`src/cpu_pkg.sv`:
```
// Widths, memory depths and encodings for the RV64 subset core; only add, sub, and, or, addi, ld, sd
package cpu_pkg;

   // Datapath widths
   localparam int xlen       = 64;
   localparam int ilen       = 32;
   localparam int reg_addr_w = 5;
   localparam int opcode_w   = 7;

   // 512 instruction words, byte address bits [10:2]
   localparam int imem_addr_w = 9;
   // 1024 doublewords, byte address bits [12:3]
   localparam int dmem_addr_w = 10;

   // Instruction field positions
   localparam int rd_lsb     = 7;
   localparam int funct3_lsb = 12;
   localparam int rs1_lsb    = 15;
   localparam int rs2_lsb    = 20;
   localparam int funct7_lsb = 25;

   localparam logic [6:0] funct7_sub = 7'b0100000;

   localparam logic [2:0] funct3_add = 3'b000;
   localparam logic [2:0] funct3_or  = 3'b110;
   localparam logic [2:0] funct3_and = 3'b111;

   typedef enum logic [opcode_w-1:0] {
      op_rtype = 7'b0110011,
      op_itype = 7'b0010011,
      op_load  = 7'b0000011,
      op_store = 7'b0100011
   } opcode_e;

   // Operation class from decode; add is also the value of a bubble
   typedef enum logic [1:0] {
      alu_op_add   = 2'b00,
      alu_op_rtype = 2'b10,
      alu_op_itype = 2'b11
   } alu_op_e;

   typedef enum logic [3:0] {
      alu_and = 4'b0000,
      alu_or  = 4'b0001,
      alu_add = 4'b0010,
      alu_sub = 4'b0110
   } alu_ctrl_e;

   typedef enum logic [1:0] {
      fwd_none = 2'b00,
      fwd_wb   = 2'b01,
      fwd_mem  = 2'b10
   } fwd_sel_e;

endpackage

```
`src/execute_stage.sv`:
```
// EX/MEM result is preferred over MEM/WB; store data takes the forwarded rs2 like any operand
module execute_stage (
   input  logic                           clk,
   input  logic                           arst_n,
   input  logic                           enable,
   input  cpu_pkg::alu_op_e               alu_op,
   input  logic                           alu_src,
   input  logic                           mem_read,
   input  logic                           mem_write,
   input  logic                           mem_to_reg,
   input  logic                           reg_write,
   input  logic [cpu_pkg::xlen-1:0]       rs1_data,
   input  logic [cpu_pkg::xlen-1:0]       rs2_data,
   input  logic [cpu_pkg::xlen-1:0]       imm,
   input  logic [cpu_pkg::reg_addr_w-1:0] rs1,
   input  logic [cpu_pkg::reg_addr_w-1:0] rs2,
   input  logic [cpu_pkg::reg_addr_w-1:0] rd,
   input  logic [2:0]                     funct3,
   input  logic [6:0]                     funct7,
   input  logic                           wb_reg_write,
   input  logic [cpu_pkg::reg_addr_w-1:0] wb_rd,
   input  logic [cpu_pkg::xlen-1:0]       wb_data,
   output logic [cpu_pkg::xlen-1:0]       ex_mem_alu_out,
   output logic [cpu_pkg::xlen-1:0]       ex_mem_store_data,
   output logic [cpu_pkg::reg_addr_w-1:0] ex_mem_rd,
   output logic                           ex_mem_reg_write,
   output logic                           ex_mem_mem_read,
   output logic                           ex_mem_mem_write,
   output logic                           ex_mem_mem_to_reg
);
   import cpu_pkg::*;

   fwd_sel_e        fwd_a;
   fwd_sel_e        fwd_b;
   alu_ctrl_e       alu_ctrl;
   logic [xlen-1:0] operand_a;
   logic [xlen-1:0] rs2_fwd;
   logic [xlen-1:0] operand_b;
   logic [xlen-1:0] alu_res;

   function automatic fwd_sel_e fwd_select(input logic [reg_addr_w-1:0] src,
                                           input logic mem_wr,
                                           input logic [reg_addr_w-1:0] mem_rd,
                                           input logic wb_wr,
                                           input logic [reg_addr_w-1:0] wb_dst);
      if (mem_wr && (mem_rd != '0) && (mem_rd == src)) begin
         return fwd_mem;
      end else if (wb_wr && (wb_dst != '0) && (wb_dst == src)) begin
         return fwd_wb;
      end
      return fwd_none;
   endfunction

   assign fwd_a = fwd_select(rs1, ex_mem_reg_write, ex_mem_rd, wb_reg_write, wb_rd);
   assign fwd_b = fwd_select(rs2, ex_mem_reg_write, ex_mem_rd, wb_reg_write, wb_rd);

   always_comb begin
      case (fwd_a)
         fwd_mem: operand_a = ex_mem_alu_out;
         fwd_wb:  operand_a = wb_data;
         default: operand_a = rs1_data;
      endcase
      case (fwd_b)
         fwd_mem: rs2_fwd = ex_mem_alu_out;
         fwd_wb:  rs2_fwd = wb_data;
         default: rs2_fwd = rs2_data;
      endcase
   end

   assign operand_b = alu_src ? imm : rs2_fwd;

   // addi only needs funct3; funct7 is meaningful for R-type
   always_comb begin
      alu_ctrl = alu_add;
      if (alu_op == alu_op_rtype || alu_op == alu_op_itype) begin
         case (funct3)
            funct3_and: alu_ctrl = alu_and;
            funct3_or:  alu_ctrl = alu_or;
            funct3_add: begin
               if (alu_op == alu_op_rtype && funct7 == funct7_sub) begin
                  alu_ctrl = alu_sub;
               end
            end
            default: ;
         endcase
      end
   end

   always_comb begin
      case (alu_ctrl)
         alu_and: alu_res = operand_a & operand_b;
         alu_or:  alu_res = operand_a | operand_b;
         alu_sub: alu_res = operand_a - operand_b;
         default: alu_res = operand_a + operand_b;
      endcase
   end

   always_ff @(posedge clk or negedge arst_n) begin
      if (!arst_n) begin
         ex_mem_rd         <= '0;
         ex_mem_reg_write  <= 1'b0;
         ex_mem_mem_read   <= 1'b0;
         ex_mem_mem_write  <= 1'b0;
         ex_mem_mem_to_reg <= 1'b0;
      end else if (enable) begin
         ex_mem_rd         <= rd;
         ex_mem_reg_write  <= reg_write;
         ex_mem_mem_read   <= mem_read;
         ex_mem_mem_write  <= mem_write;
         ex_mem_mem_to_reg <= mem_to_reg;
      end
   end

   always_ff @(posedge clk) begin
      if (enable) begin
         ex_mem_alu_out    <= alu_res;
         ex_mem_store_data <= rs2_fwd;
      end
   end

endmodule

```
`config.mk`:
```
export PLATFORM = sky130hd
export DESIGN_NAME = execute_stage
export DESIGN_NICKNAME = d
export VERILOG_FILES = /design/src/cpu_pkg.sv /design/src/execute_stage.sv
export SDC_FILE = /design/constraint.sdc
export NUM_CORES = 1
export LEC_CHECK = 0
export BUFFER_PORTS_ARGS = -buffer_cell sky130_fd_sc_hd__clkbuf_2
export CELL_PAD_IN_SITES_DETAIL_PLACEMENT = 0
export CELL_PAD_IN_SITES_GLOBAL_PLACEMENT = 1
export CORE_MARGIN = 2
export CORE_UTILIZATION = 39
export DETAILED_ROUTE_END_ITERATION = 16
export PLACE_DENSITY_LB_ADDON = 0.1
export SLEW_MARGIN = 20
export SYNTH_ARGS = -nofsm -noshare
export SYNTH_HDL_FRONTEND = slang
export SYNTH_SLANG_ARGS = --single-unit
```
`constraint.sdc`:
```
create_clock -name clk -period 8.5 [get_ports clk]
set_clock_uncertainty 0.1 [all_clocks]
set_input_delay 0.425 -clock clk [delete_from_list [all_inputs] [get_ports clk]]
set_output_delay 0.425 -clock clk [all_outputs]
set_load 0.005 [all_outputs]
```
==> reports/metrics.csv <==
metric;value;unit
ys_dominant_reg_cell;sky130_fd_sc_hd__edfxtp_1;
cp_endpoint;ex_mem_alu_out[58];
drive_above_1_share;25.41;%
die_h;201.7;µm
timing_hold_violations_final;0;
clock_tree.buffer_depth;2;
max_cap_viol_count;0;
r2r_setup_slack;460;ps
grt_setup_unrepaired;yes;
timing.rr.end;ex_mem_alu_out[58];
layout_top_registers;ex_mem_alu_out x64, ex_mem_store_data x64, ex_mem_rd x5;
floorplan.die_area;0.04069;mm²
placement.cell_area;0.01797;mm²
grt_first_pass_wirelength;101900;µm
critPathRequiredTime;8570;ps
powerDensity;160.9;mW/mm²
routed-via-count;16490;
buffer_count_from_post_cts_setup_fixing;0;
tightestPinTransition;948.3;ps
layout_commonest_cell;sky130_fd_sc_hd__clkbuf_2;
postLayoutCellArea;0.01861;mm²
cts.sink_count;137;
reg2regPathDepth;22;
tritoncts.num_buffers;17;
insertion_delay;460;ps
path_class;reg -> reg;
die_width;201.7;µm
cts-htree-levels;4;
slew_viol_final;0;
finalWeightedCongestion;0.9616;
drt_pre_antenna_iters;5;
grt_pass1_vias;16420;
finalWirelength;67880;µm
start_util;39.45;%
power_leakage;7.728;nW
synth-seq-area-share;26.69;%
setup.worst_path.end_class;register;
critical_path_maximum_fanout;27;
place_inst;2732;
worstSetupStartpoint;ex_mem_rd[4];
placement_rows;72;
async_reset_ff_share;6.569;%
initial_antenna_violation_count;4;
core;0.03865;mm²
syn_to_final_growth;22.08;%
syn-cell-area;0.01525;mm²
clock_transition_time_at_the_flip_flop_clock_pins_of_the_worst_setup_and_hold_paths;60;ps
synth_warnings;0;
global_router_s_overall_resource_usage;32.71;%
ios;434;
achievable-frequency;124.3;MHz
synth_cells;1866;
synth_nets;2238;
critical_path_arrival;8120;ps
worstSetupStartpointType;register;
post-route-min-period;8043;ps
drt_iter0_drc;1359;
clockRootBuffer;sky130_fd_sc_hd__clkbuf_16;
layout_common_cells;sky130_fd_sc_hd__clkbuf_2, sky130_fd_sc_hd__nand2_1, sky130_fd_sc_hd__a21oi_1;
setup_violations;0;
rr_startpoint;ex_mem_rd[4];
avgSynthCellArea;8.171;µm²
outcome;finished clean;
tritoncts_clock_tree;built;
post_route_clock_period_utilization;94.62;%
layout.nets;2606;
maximum_number_of_pins_on_one_net_before_global_route_repair;82;
drc;0;
finalHoldWorstSlack;105.4;ps
synthDistinctLibCells;74;
antenna_violating_nets_post_route;0;
finish.cell_count_without_fillers;2769;
ys_ff_latch;137;
ir_drop;126.0;µV
maxSlewHeadroom;36.78;%
avgViaCountPerCell;5.954;
placement.io_buffers;433;
globalRoute.totalOverflow;0;
worst_hold_path_type;in -> reg;
synth-edff-count;128;
hpwl;52220;µm
drt-wirelength-per-cell;24.51;µm
synthesized netlist by cell type, drive strengths merged (3+ instances only):
| master | n | share of area (%) |
|---|---|---|
| nand2 | 208 | 5.1 |
| a21oi | 140 | 4.6 |
| edfxtp | 128 | 25 |
| nor2 | 127 | 3.1 |
| mux2i | 119 | 7.8 |
| clkbuf | 105 | 2.6 |
| o21ai | 105 | 3.5 |
| xnor2 | 81 | 4.7 |
| a31oi | 75 | 3.2 |
| ha | 74 | 6.1 |
| inv | 71 | 1.7 |
| xor2 | 59 | 3.4 |
| o31ai | 52 | 2.6 |
| maj3 | 50 | 3.3 |
| nand4 | 50 | 2.1 |
| o21a | 50 | 2.5 |
| nor4 | 43 | 1.9 |
| a21o | 38 | 1.9 |
| nand3 | 34 | 1.1 |
| buf | 28 | 0.89 |
| nor3 | 25 | 0.82 |
| or3 | 21 | 0.86 |
| mux2 | 19 | 1.4 |
| and2 | 15 | 0.62 |
| a311oi | 14 | 0.80 |
| a211oi | 12 | 0.59 |
| and3 | 11 | 0.45 |
| o21bai | 10 | 0.49 |
| dfrtp | 9 | 1.5 |
| and4 | 8 | 0.46 |
| nand2b | 8 | 0.33 |
| nor2b | 8 | 0.33 |
| a21boi | 5 | 0.25 |
| a41oi | 5 | 0.34 |
| o21ba | 5 | 0.33 |
| or4 | 5 | 0.27 |
| nor4b | 4 | 0.23 |
| o31a | 4 | 0.23 |
| or2 | 4 | 0.16 |
| a221o | 3 | 0.20 |
| a221oi | 3 | 0.21 |
| a41o | 3 | 0.20 |
metrics by stage:
stage               power (mW)  util (%)  setup TNS [ps]  worst slack [ps]
floorplan                1.678         -               0              1465
global placement         2.173     46.49               0             217.5
detailed placement       2.166     46.49               0             92.42
CTS                      2.991     48.08               0             102.1
global route             3.154     48.16          -33.67            -33.67
finish                   2.994     48.16               0             457.3
metal layers:
layer	vias to the layer above	routed length, µm	GRT usage [%]
li1	7681	-	-
met1	7881	30230	44.46
met2	837	31050	53.51
met3	89	5209	5.912
met4	0	1383	8.482
met5	-	0	0
kinds of logic after synthesis:
logic type	Yosys count	synth area share, %
AO/OA/AOI/OAI	542	22.84
XOR/XNOR	140	8.091
adder cells (fa/ha/maj)	125	9.486
buffers and inverters	204	5.227
flip-flops	137	26.69
multiplexers	138	9.240
AND/OR/NAND/NOR	580	18.43
worst max-delay path, cell delays in order (launching register included):
cell,delay [ps]
sky130_fd_sc_hd__dfrtp_1,450
sky130_fd_sc_hd__or4_4,550
sky130_fd_sc_hd__o21ai_4,300
sky130_fd_sc_hd__or3_4,400
sky130_fd_sc_hd__a31oi_1,160
sky130_fd_sc_hd__mux2i_1,470
sky130_fd_sc_hd__nand4_1,380
sky130_fd_sc_hd__or3_1,520
sky130_fd_sc_hd__nor3_2,280
sky130_fd_sc_hd__nor2_1,190
sky130_fd_sc_hd__xor2_1,230
sky130_fd_sc_hd__ha_1,400
sky130_fd_sc_hd__nand2_1,170
sky130_fd_sc_hd__o21ai_0,380
sky130_fd_sc_hd__a21oi_1,120
sky130_fd_sc_hd__nor4_1,540
sky130_fd_sc_hd__a31oi_1,250
sky130_fd_sc_hd__o21ai_0,460
sky130_fd_sc_hd__a21boi_0,340
sky130_fd_sc_hd__a21oi_1,480
sky130_fd_sc_hd__a21boi_0,250
sky130_fd_sc_hd__xnor2_1,220
sky130_fd_sc_hd__mux2i_1,90
power breakdown:
part           switching [mW]  internal [mW]  leakage [nW]
Combinational           0.723          0.491          6.07
Clock                   0.342          0.476         0.296
Sequential             0.0907          0.871          1.36
repair_timing:
| action | in CTS | in global routing |
|---|---|---|
| endpoints found under the hold margin | 9 | 0 |
| hold buffers | 1 | 0 |
| resized for setup | 0 | 6 |
| endpoints found under the setup margin | 0 | 9 |
worst min path at each step:
stage          slack (ps)                end        from  depth (start not counted)
3_3_place_gp          200   ex_mem_mem_write      arst_n                          1
5_1_grt                90    ex_mem_mem_read    mem_read                          2
4_1_cts                90    ex_mem_mem_read    mem_read                          2
3_5_place_dp          200   ex_mem_mem_write      arst_n                          1
2_1_floorplan          30    ex_mem_mem_read      arst_n                          0
6_report              110  ex_mem_mem_to_reg  mem_to_reg                          2
cell type report:
cell class | count | area, µm²
antenna | 4 | 10.01
clock buffer | 20 | 456.7
clock inverter | 12 | 147.6
fill | 3862 | 20030
inverter | 71 | 267.8
multi-input combinational | 1525 | 10460
sequential | 137 | 4069
tap | 518 | 648.1
timing repair buffer | 482 | 2556
No activity file was read; power rests on OpenSTA's default activity.
