## src/cpu_pkg.sv

```systemverilog
// Widths, memory depths and encodings for the RV64 subset core; only add, sub, and, or, addi, ld, sd
package cpu_pkg;

   // Datapath widths
   localparam int xlen       = 64;
   localparam int ilen       = 32;
   localparam int reg_addr_w = 5;
   localparam int opcode_w   = 7;

   // 512 instruction words, byte address bits [10:2]
   localparam int imem_addr_w = 9;
   // 1024 doublewords, byte address bits [12:3]
   localparam int dmem_addr_w = 10;

   // Instruction field positions
   localparam int rd_lsb     = 7;
   localparam int funct3_lsb = 12;
   localparam int rs1_lsb    = 15;
   localparam int rs2_lsb    = 20;
   localparam int funct7_lsb = 25;

   localparam logic [6:0] funct7_sub = 7'b0100000;

   localparam logic [2:0] funct3_add = 3'b000;
   localparam logic [2:0] funct3_or  = 3'b110;
   localparam logic [2:0] funct3_and = 3'b111;

   typedef enum logic [opcode_w-1:0] {
      op_rtype = 7'b0110011,
      op_itype = 7'b0010011,
      op_load  = 7'b0000011,
      op_store = 7'b0100011
   } opcode_e;

   // Operation class from decode; add is also the value of a bubble
   typedef enum logic [1:0] {
      alu_op_add   = 2'b00,
      alu_op_rtype = 2'b10,
      alu_op_itype = 2'b11
   } alu_op_e;

   typedef enum logic [3:0] {
      alu_and = 4'b0000,
      alu_or  = 4'b0001,
      alu_add = 4'b0010,
      alu_sub = 4'b0110
   } alu_ctrl_e;

   typedef enum logic [1:0] {
      fwd_none = 2'b00,
      fwd_wb   = 2'b01,
      fwd_mem  = 2'b10
   } fwd_sel_e;

endpackage

```

## src/register_file.sv

```systemverilog
// x0 reads zero and ignores writes; a same-cycle write is passed through to both read ports
module register_file (
   input  logic                           clk,
   input  logic                           arst_n,
   input  logic                           enable,
   input  logic                           reg_write,
   input  logic [cpu_pkg::reg_addr_w-1:0] raddr_1,
   input  logic [cpu_pkg::reg_addr_w-1:0] raddr_2,
   input  logic [cpu_pkg::reg_addr_w-1:0] waddr,
   input  logic [cpu_pkg::xlen-1:0]       wdata,
   output logic [cpu_pkg::xlen-1:0]       rdata_1,
   output logic [cpu_pkg::xlen-1:0]       rdata_2
);
   import cpu_pkg::*;

   logic [xlen-1:0] regs [2**reg_addr_w];

   always_ff @(posedge clk or negedge arst_n) begin
      if (!arst_n) begin
         for (int i = 0; i < 2**reg_addr_w; i++) begin
            regs[i] <= '0;
         end
      end else if (enable && reg_write && (waddr != '0)) begin
         regs[waddr] <= wdata;
      end
   end

   // Write-through lets decode see the result being written back
   assign rdata_1 = (raddr_1 == '0) ? '0 :
                    (reg_write && (raddr_1 == waddr)) ? wdata : regs[raddr_1];
   assign rdata_2 = (raddr_2 == '0) ? '0 :
                    (reg_write && (raddr_2 == waddr)) ? wdata : regs[raddr_2];

endmodule

```

## src/decode_stage.sv

```systemverilog
// Unknown opcodes decode to zero controls (a nop); stall is a level read back by fetch the same cycle
module decode_stage (
   input  logic                           clk,
   input  logic                           arst_n,
   input  logic                           enable,
   input  logic [cpu_pkg::ilen-1:0]       if_id_instr,
   input  logic [cpu_pkg::xlen-1:0]       if_id_pc,
   input  logic                           wb_reg_write,
   input  logic [cpu_pkg::reg_addr_w-1:0] wb_rd,
   input  logic [cpu_pkg::xlen-1:0]       wb_data,
   output logic                           stall,
   output cpu_pkg::alu_op_e               alu_op,
   output logic                           alu_src,
   output logic                           mem_read,
   output logic                           mem_write,
   output logic                           mem_to_reg,
   output logic                           reg_write,
   output logic [cpu_pkg::xlen-1:0]       rs1_data,
   output logic [cpu_pkg::xlen-1:0]       rs2_data,
   output logic [cpu_pkg::xlen-1:0]       imm,
   output logic [cpu_pkg::reg_addr_w-1:0] rs1,
   output logic [cpu_pkg::reg_addr_w-1:0] rs2,
   output logic [cpu_pkg::reg_addr_w-1:0] rd,
   output logic [2:0]                     funct3,
   output logic [6:0]                     funct7
);
   import cpu_pkg::*;

   logic [reg_addr_w-1:0] dec_rs1;
   logic [reg_addr_w-1:0] dec_rs2;
   logic [reg_addr_w-1:0] dec_rd;
   logic [xlen-1:0]       dec_imm;
   logic [xlen-1:0]       rdata_1;
   logic [xlen-1:0]       rdata_2;
   alu_op_e               dec_alu_op;
   logic                  dec_alu_src;
   logic                  dec_mem_read;
   logic                  dec_mem_write;
   logic                  dec_mem_to_reg;
   logic                  dec_reg_write;

   assign dec_rs1 = if_id_instr[rs1_lsb +: reg_addr_w];
   assign dec_rs2 = if_id_instr[rs2_lsb +: reg_addr_w];
   assign dec_rd  = if_id_instr[rd_lsb +: reg_addr_w];

   register_file regs (
      .clk      (clk),
      .arst_n   (arst_n),
      .enable   (enable),
      .reg_write(wb_reg_write),
      .raddr_1  (dec_rs1),
      .raddr_2  (dec_rs2),
      .waddr    (wb_rd),
      .wdata    (wb_data),
      .rdata_1  (rdata_1),
      .rdata_2  (rdata_2)
   );

   // Load in EX whose result the instruction in ID needs
   assign stall = mem_read && (rd != '0) && ((rd == dec_rs1) || (rd == dec_rs2));

   // Store immediate is split, everything else uses the I-type field
   always_comb begin
      if (opcode_e'(if_id_instr[opcode_w-1:0]) == op_store) begin
         dec_imm = {{(xlen-12){if_id_instr[31]}}, if_id_instr[31:25], if_id_instr[11:7]};
      end else begin
         dec_imm = {{(xlen-12){if_id_instr[31]}}, if_id_instr[31:20]};
      end
   end

   always_comb begin
      dec_alu_op     = alu_op_add;
      dec_alu_src    = 1'b0;
      dec_mem_read   = 1'b0;
      dec_mem_write  = 1'b0;
      dec_mem_to_reg = 1'b0;
      dec_reg_write  = 1'b0;
      case (opcode_e'(if_id_instr[opcode_w-1:0]))
         op_rtype: begin
            dec_alu_op    = alu_op_rtype;
            dec_reg_write = 1'b1;
         end
         op_itype: begin
            dec_alu_op    = alu_op_itype;
            dec_alu_src   = 1'b1;
            dec_reg_write = 1'b1;
         end
         op_load: begin
            dec_alu_src    = 1'b1;
            dec_mem_read   = 1'b1;
            dec_mem_to_reg = 1'b1;
            dec_reg_write  = 1'b1;
         end
         op_store: begin
            dec_alu_src   = 1'b1;
            dec_mem_write = 1'b1;
         end
         default: ;
      endcase
      // Bubble into ID/EX
      if (stall) begin
         dec_alu_op     = alu_op_add;
         dec_alu_src    = 1'b0;
         dec_mem_read   = 1'b0;
         dec_mem_write  = 1'b0;
         dec_mem_to_reg = 1'b0;
         dec_reg_write  = 1'b0;
      end
   end

   // ID/EX controls and indices
   always_ff @(posedge clk or negedge arst_n) begin
      if (!arst_n) begin
         alu_op     <= alu_op_add;
         alu_src    <= 1'b0;
         mem_read   <= 1'b0;
         mem_write  <= 1'b0;
         mem_to_reg <= 1'b0;
         reg_write  <= 1'b0;
         rs1        <= '0;
         rs2        <= '0;
         rd         <= '0;
      end else if (enable) begin
         alu_op     <= dec_alu_op;
         alu_src    <= dec_alu_src;
         mem_read   <= dec_mem_read;
         mem_write  <= dec_mem_write;
         mem_to_reg <= dec_mem_to_reg;
         reg_write  <= dec_reg_write;
         rs1        <= dec_rs1;
         rs2        <= dec_rs2;
         rd         <= dec_rd;
      end
   end

   // ID/EX payload
   always_ff @(posedge clk) begin
      if (enable) begin
         rs1_data <= rdata_1;
         rs2_data <= rdata_2;
         imm      <= dec_imm;
         funct3   <= if_id_instr[funct3_lsb +: 3];
         funct7   <= if_id_instr[funct7_lsb +: 7];
      end
   end

endmodule

```

## config.mk

```make
export PLATFORM = sky130hd
export DESIGN_NAME = decode_stage
export DESIGN_NICKNAME = d
export VERILOG_FILES = /design/src/cpu_pkg.sv /design/src/register_file.sv /design/src/decode_stage.sv
export SDC_FILE = /design/constraint.sdc
export NUM_CORES = 2
export LEC_CHECK = 0
export BUFFER_PORTS_ARGS = -buffer_cell sky130_fd_sc_hd__buf_4
export CORE_ASPECT_RATIO = 1.4
export CORE_MARGIN = 2
export CORE_UTILIZATION = 54
export CTS_CLUSTER_DIAMETER = 60
export DETAILED_ROUTE_END_ITERATION = 8
export GPL_ROUTABILITY_DRIVEN = 0
export HOLD_SLACK_MARGIN = 0.15
export PLACE_DENSITY_LB_ADDON = 0.25
export SLEW_MARGIN = 15
export SYNTH_ARGS = -nofsm -noshare
export SYNTH_HDL_FRONTEND = slang
export SYNTH_SLANG_ARGS = --single-unit
```

## constraint.sdc

```tcl
create_clock -name clk -period 4 [get_ports clk]
set_input_delay 0.2 -clock clk [delete_from_list [all_inputs] [get_ports clk]]
set_output_delay 0.2 -clock clk [all_outputs]
set_load 0.02 [all_outputs]
```

==> flow_metrics.py <==
metrics = {
    "synthesis": {
        "ys.warnings.count": 0,
        "syn_inst": 8065,
        "syn-mean-instance-area_um2": 14.5,
        "synth_edf_count": 143,
        "yosysSeqAreaShare": 0.479,
        "synth_nets": 8234,
        "synth-main-ff-cell": "dfrtp_1",
        "synth_cell_type_count": 65,
        "synthArstFlopShare": 0.935,
        "synth_seq_cells": 2212,
        "syn_area_um2": 117000,
    },
    "die": {
        "fp.dieArea_um2": 221000,
        "core-area_um2": 216000,
        "row_count": 202,
        "die_y_um": 555,
        "die_w_um": 398,
        "start_util": 0.542,
        "boundaryPins": 394,
    },
    "worst_setup_path": {
        "critPathCaptureType": "register",
        "critical_path.max_fanout": 23,
        "startpoint": "if_id_instr[23]",
        "timing.rr.start": "rd[1]$_DFFE_PN0P_",
        "cp.required_ns": 4.56,
        "start_kind": "input port",
        "crit_arrival_ns": 3.57,
        "critPathKind": "input port to register",
    },
    "finish": {
        "layout_common_cells": "dfrtp_1, mux2_2, mux2i_1",
        "regMostFlops": "regs.regs",
        "layout-drive-gt1-share": 0.455,
        "final_cells": 11085,
        "final_net_count": 8213,
        "reg.largest.list": "regs.regs (2048), rs1_data (64), rs2_data (64)",
        "area_growth_pct": 11.2,
        "final_common_cell": "dfrtp_1",
        "final_util": 0.603,
        "largest_reg_flops": 2048,
        "nFillCells": 16428,
    },
    "detailed_routing": {
        "wl_met2_um": 177000,
        "vias": 77920,
        "drtAntennaViolNets": 0,
        "wl_per_cell_um": 34.8,
        "drt-initial-drc-count": 8594,
        "drt-total-wl_um": 386000,
        "routedLengthMet1_um": 149000,
        "top_layer_used": "met5",
        "via_per_inst": 7.03,
        "dr.pass1.iters": 6,
        "dr_wl_met3_um": 38000,
        "drc_errors": 0,
    },
    "timing": {
        "hold_violations": 0,
        "slew_viol_final": 0,
        "fin_setup_tns_ns": 0,
        "setup_ws_ns": 0.991,
        "fin_skew_ns": 0.0564,
        "fin_crit_sh": 0.752,
        "worstMarginPinSlew_ns": 1.26,
        "slew_headroom": 0.162,
        "setup_violations": 0,
        "fin_crit_ns": 3.01,
        "fmax_mhz": 332,
        "rsz0062_at_grt": "false",
        "whs_ns": 0.163,
    },
    "clocking": {
        "post_cts_resize_count": 0,
        "cts_sinks": 2212,
        "clk_pin_slew_ns": 0.06,
        "postCtsHoldBufs": 113,
        "cts_tree": "built",
        "clockBufferDepth": 4,
        "cts_htree_levels": 4,
        "clk-insertion-delay-late_ns": 0.89,
        "cts_root_buf": "clkbuf_16",
        "numCtsBuffers": 224,
        "postCtsSetupRepairBufs": 0,
    },
    "placed_design": {
        "dp_cells": 10561,
        "place_hpwl_um": 213000,
        "portBuffers": 329,
        "dp_worst_setup_slack_ns": 0.843,
    },
    "power": {
        "peakVddDrop_uv": 391,
        "powerDensity_nw_per_um2": 454,
        "p_leak_nw": 58.8,
    },
    "min_path": {
        "hp-class": "input port to asynchronous set/reset pin",
    },
    "grt": {
        "grt_pass1_vias": 80058,
        "grt_pass1_wl_um": 559000,
        "grt_antenna_before_repair": 23,
        "grt.overflow.total": 0,
        "grtUsageTotal": 0.346,
        "grt_max_degree": 155,
    },
    "job": {
        "cap_viol_max_count": 0,
    },
    "run_status": {
        "status": "finished clean",
    },
}
==> per-stage QoR <==
stage | cell area [µm²] | power (mW)
after global placement | 122000 | 37.2
after global routing | 130000 | 61.1
after CTS | 130000 | 59.2
final | 130000 | 59.1
after detailed placement | 122000 | 37.7
after floorplan | 117000 | 34.4
==> synth_stat cells, types with 81 or more instances <==
library cell | number | area share
buf_6 | 91 | 0.0087
buf_4 | 124 | 0.0079
dfrtp_1 | 2069 | 0.44
clkbuf_1 | 504 | 0.016
nand2_1 | 171 | 0.0055
mux2i_1 | 810 | 0.069
mux4_2 | 635 | 0.12
nor2b_1 | 81 | 0.0043
mux2_1 | 83 | 0.0080
mux2_2 | 1978 | 0.19
edfxtp_1 | 143 | 0.037
a211oi_1 | 106 | 0.0068
a22oi_1 | 259 | 0.017
buf_2 | 216 | 0.0092
a21oi_1 | 147 | 0.0063
==> power breakdown <==
group          total, mW  internal (mW)  switching (mW)
sequential          27.6           25.5            2.16
combinational       9.93           5.34            4.59
clock               21.5           12.4            9.12
==> layout make-up <==
class | instances | area (µm²) | area share
clock inverter | 69 | 734 | 0.00564
tap | 2856 | 3570 | 0.0274
clock buffer | 335 | 6670 | 0.0512
multi-input combinational | 4877 | 56000 | 0.430
timing repair buffer | 724 | 7120 | 0.0547
antenna | 7 | 17.5 | 0.000135
inverter | 5 | 18.8 | 0.000144
sequential | 2212 | 56100 | 0.431
==> worst max-delay path: stages <==
cell	delay [ns]
dlygate4sd3_1	0.52
buf_4	0.38
inv_2	0.31
o221ai_1	0.41
nor3_1	0.12
or2_4	0.51
buf_12	0.34
o41ai_2	0.66
==> final timing paths <==
check,cells after the start,slack [ns],endpoint
worst min register to register,0,0.40,regs.regs[2025]$_DFFE_PN0P_
worst min-delay path,3,0.16,regs.regs[1166]$_DFFE_PN0P_
worst max-delay path,8,0.99,rs2_data[63]$_SDFFCE_PN0P_
min in group clk,6,0.20,mem_write$_DFFE_PN0P_
worst max register to register,5,1.57,alu_op[0]$_DFFE_PN0P_
max in group asynchronous,3,2.87,regs.regs[1768]$_DFFE_PN0P_
==> cells by family after synthesis <==
group / share of synthesized area
AOI/OAI and AO/OA: 0.0693
xor gates and xnor gates: 0.000897
buffers and inverters: 0.0455
DFF: 0.479
muxes: 0.389
and+or+nand+nor: 0.0162
==> routing by layer <==
| layer | track usage | up-vias |
|---|---|---|
| met5 | 0 | - |
| met4 | 0.165 | 22 |
| met3 | 0.0774 | 1157 |
| met2 | 0.537 | 4303 |
| met1 | 0.464 | 41572 |
| li1 | - | 30866 |
Note: power is estimated with default switching activity, not from simulation.
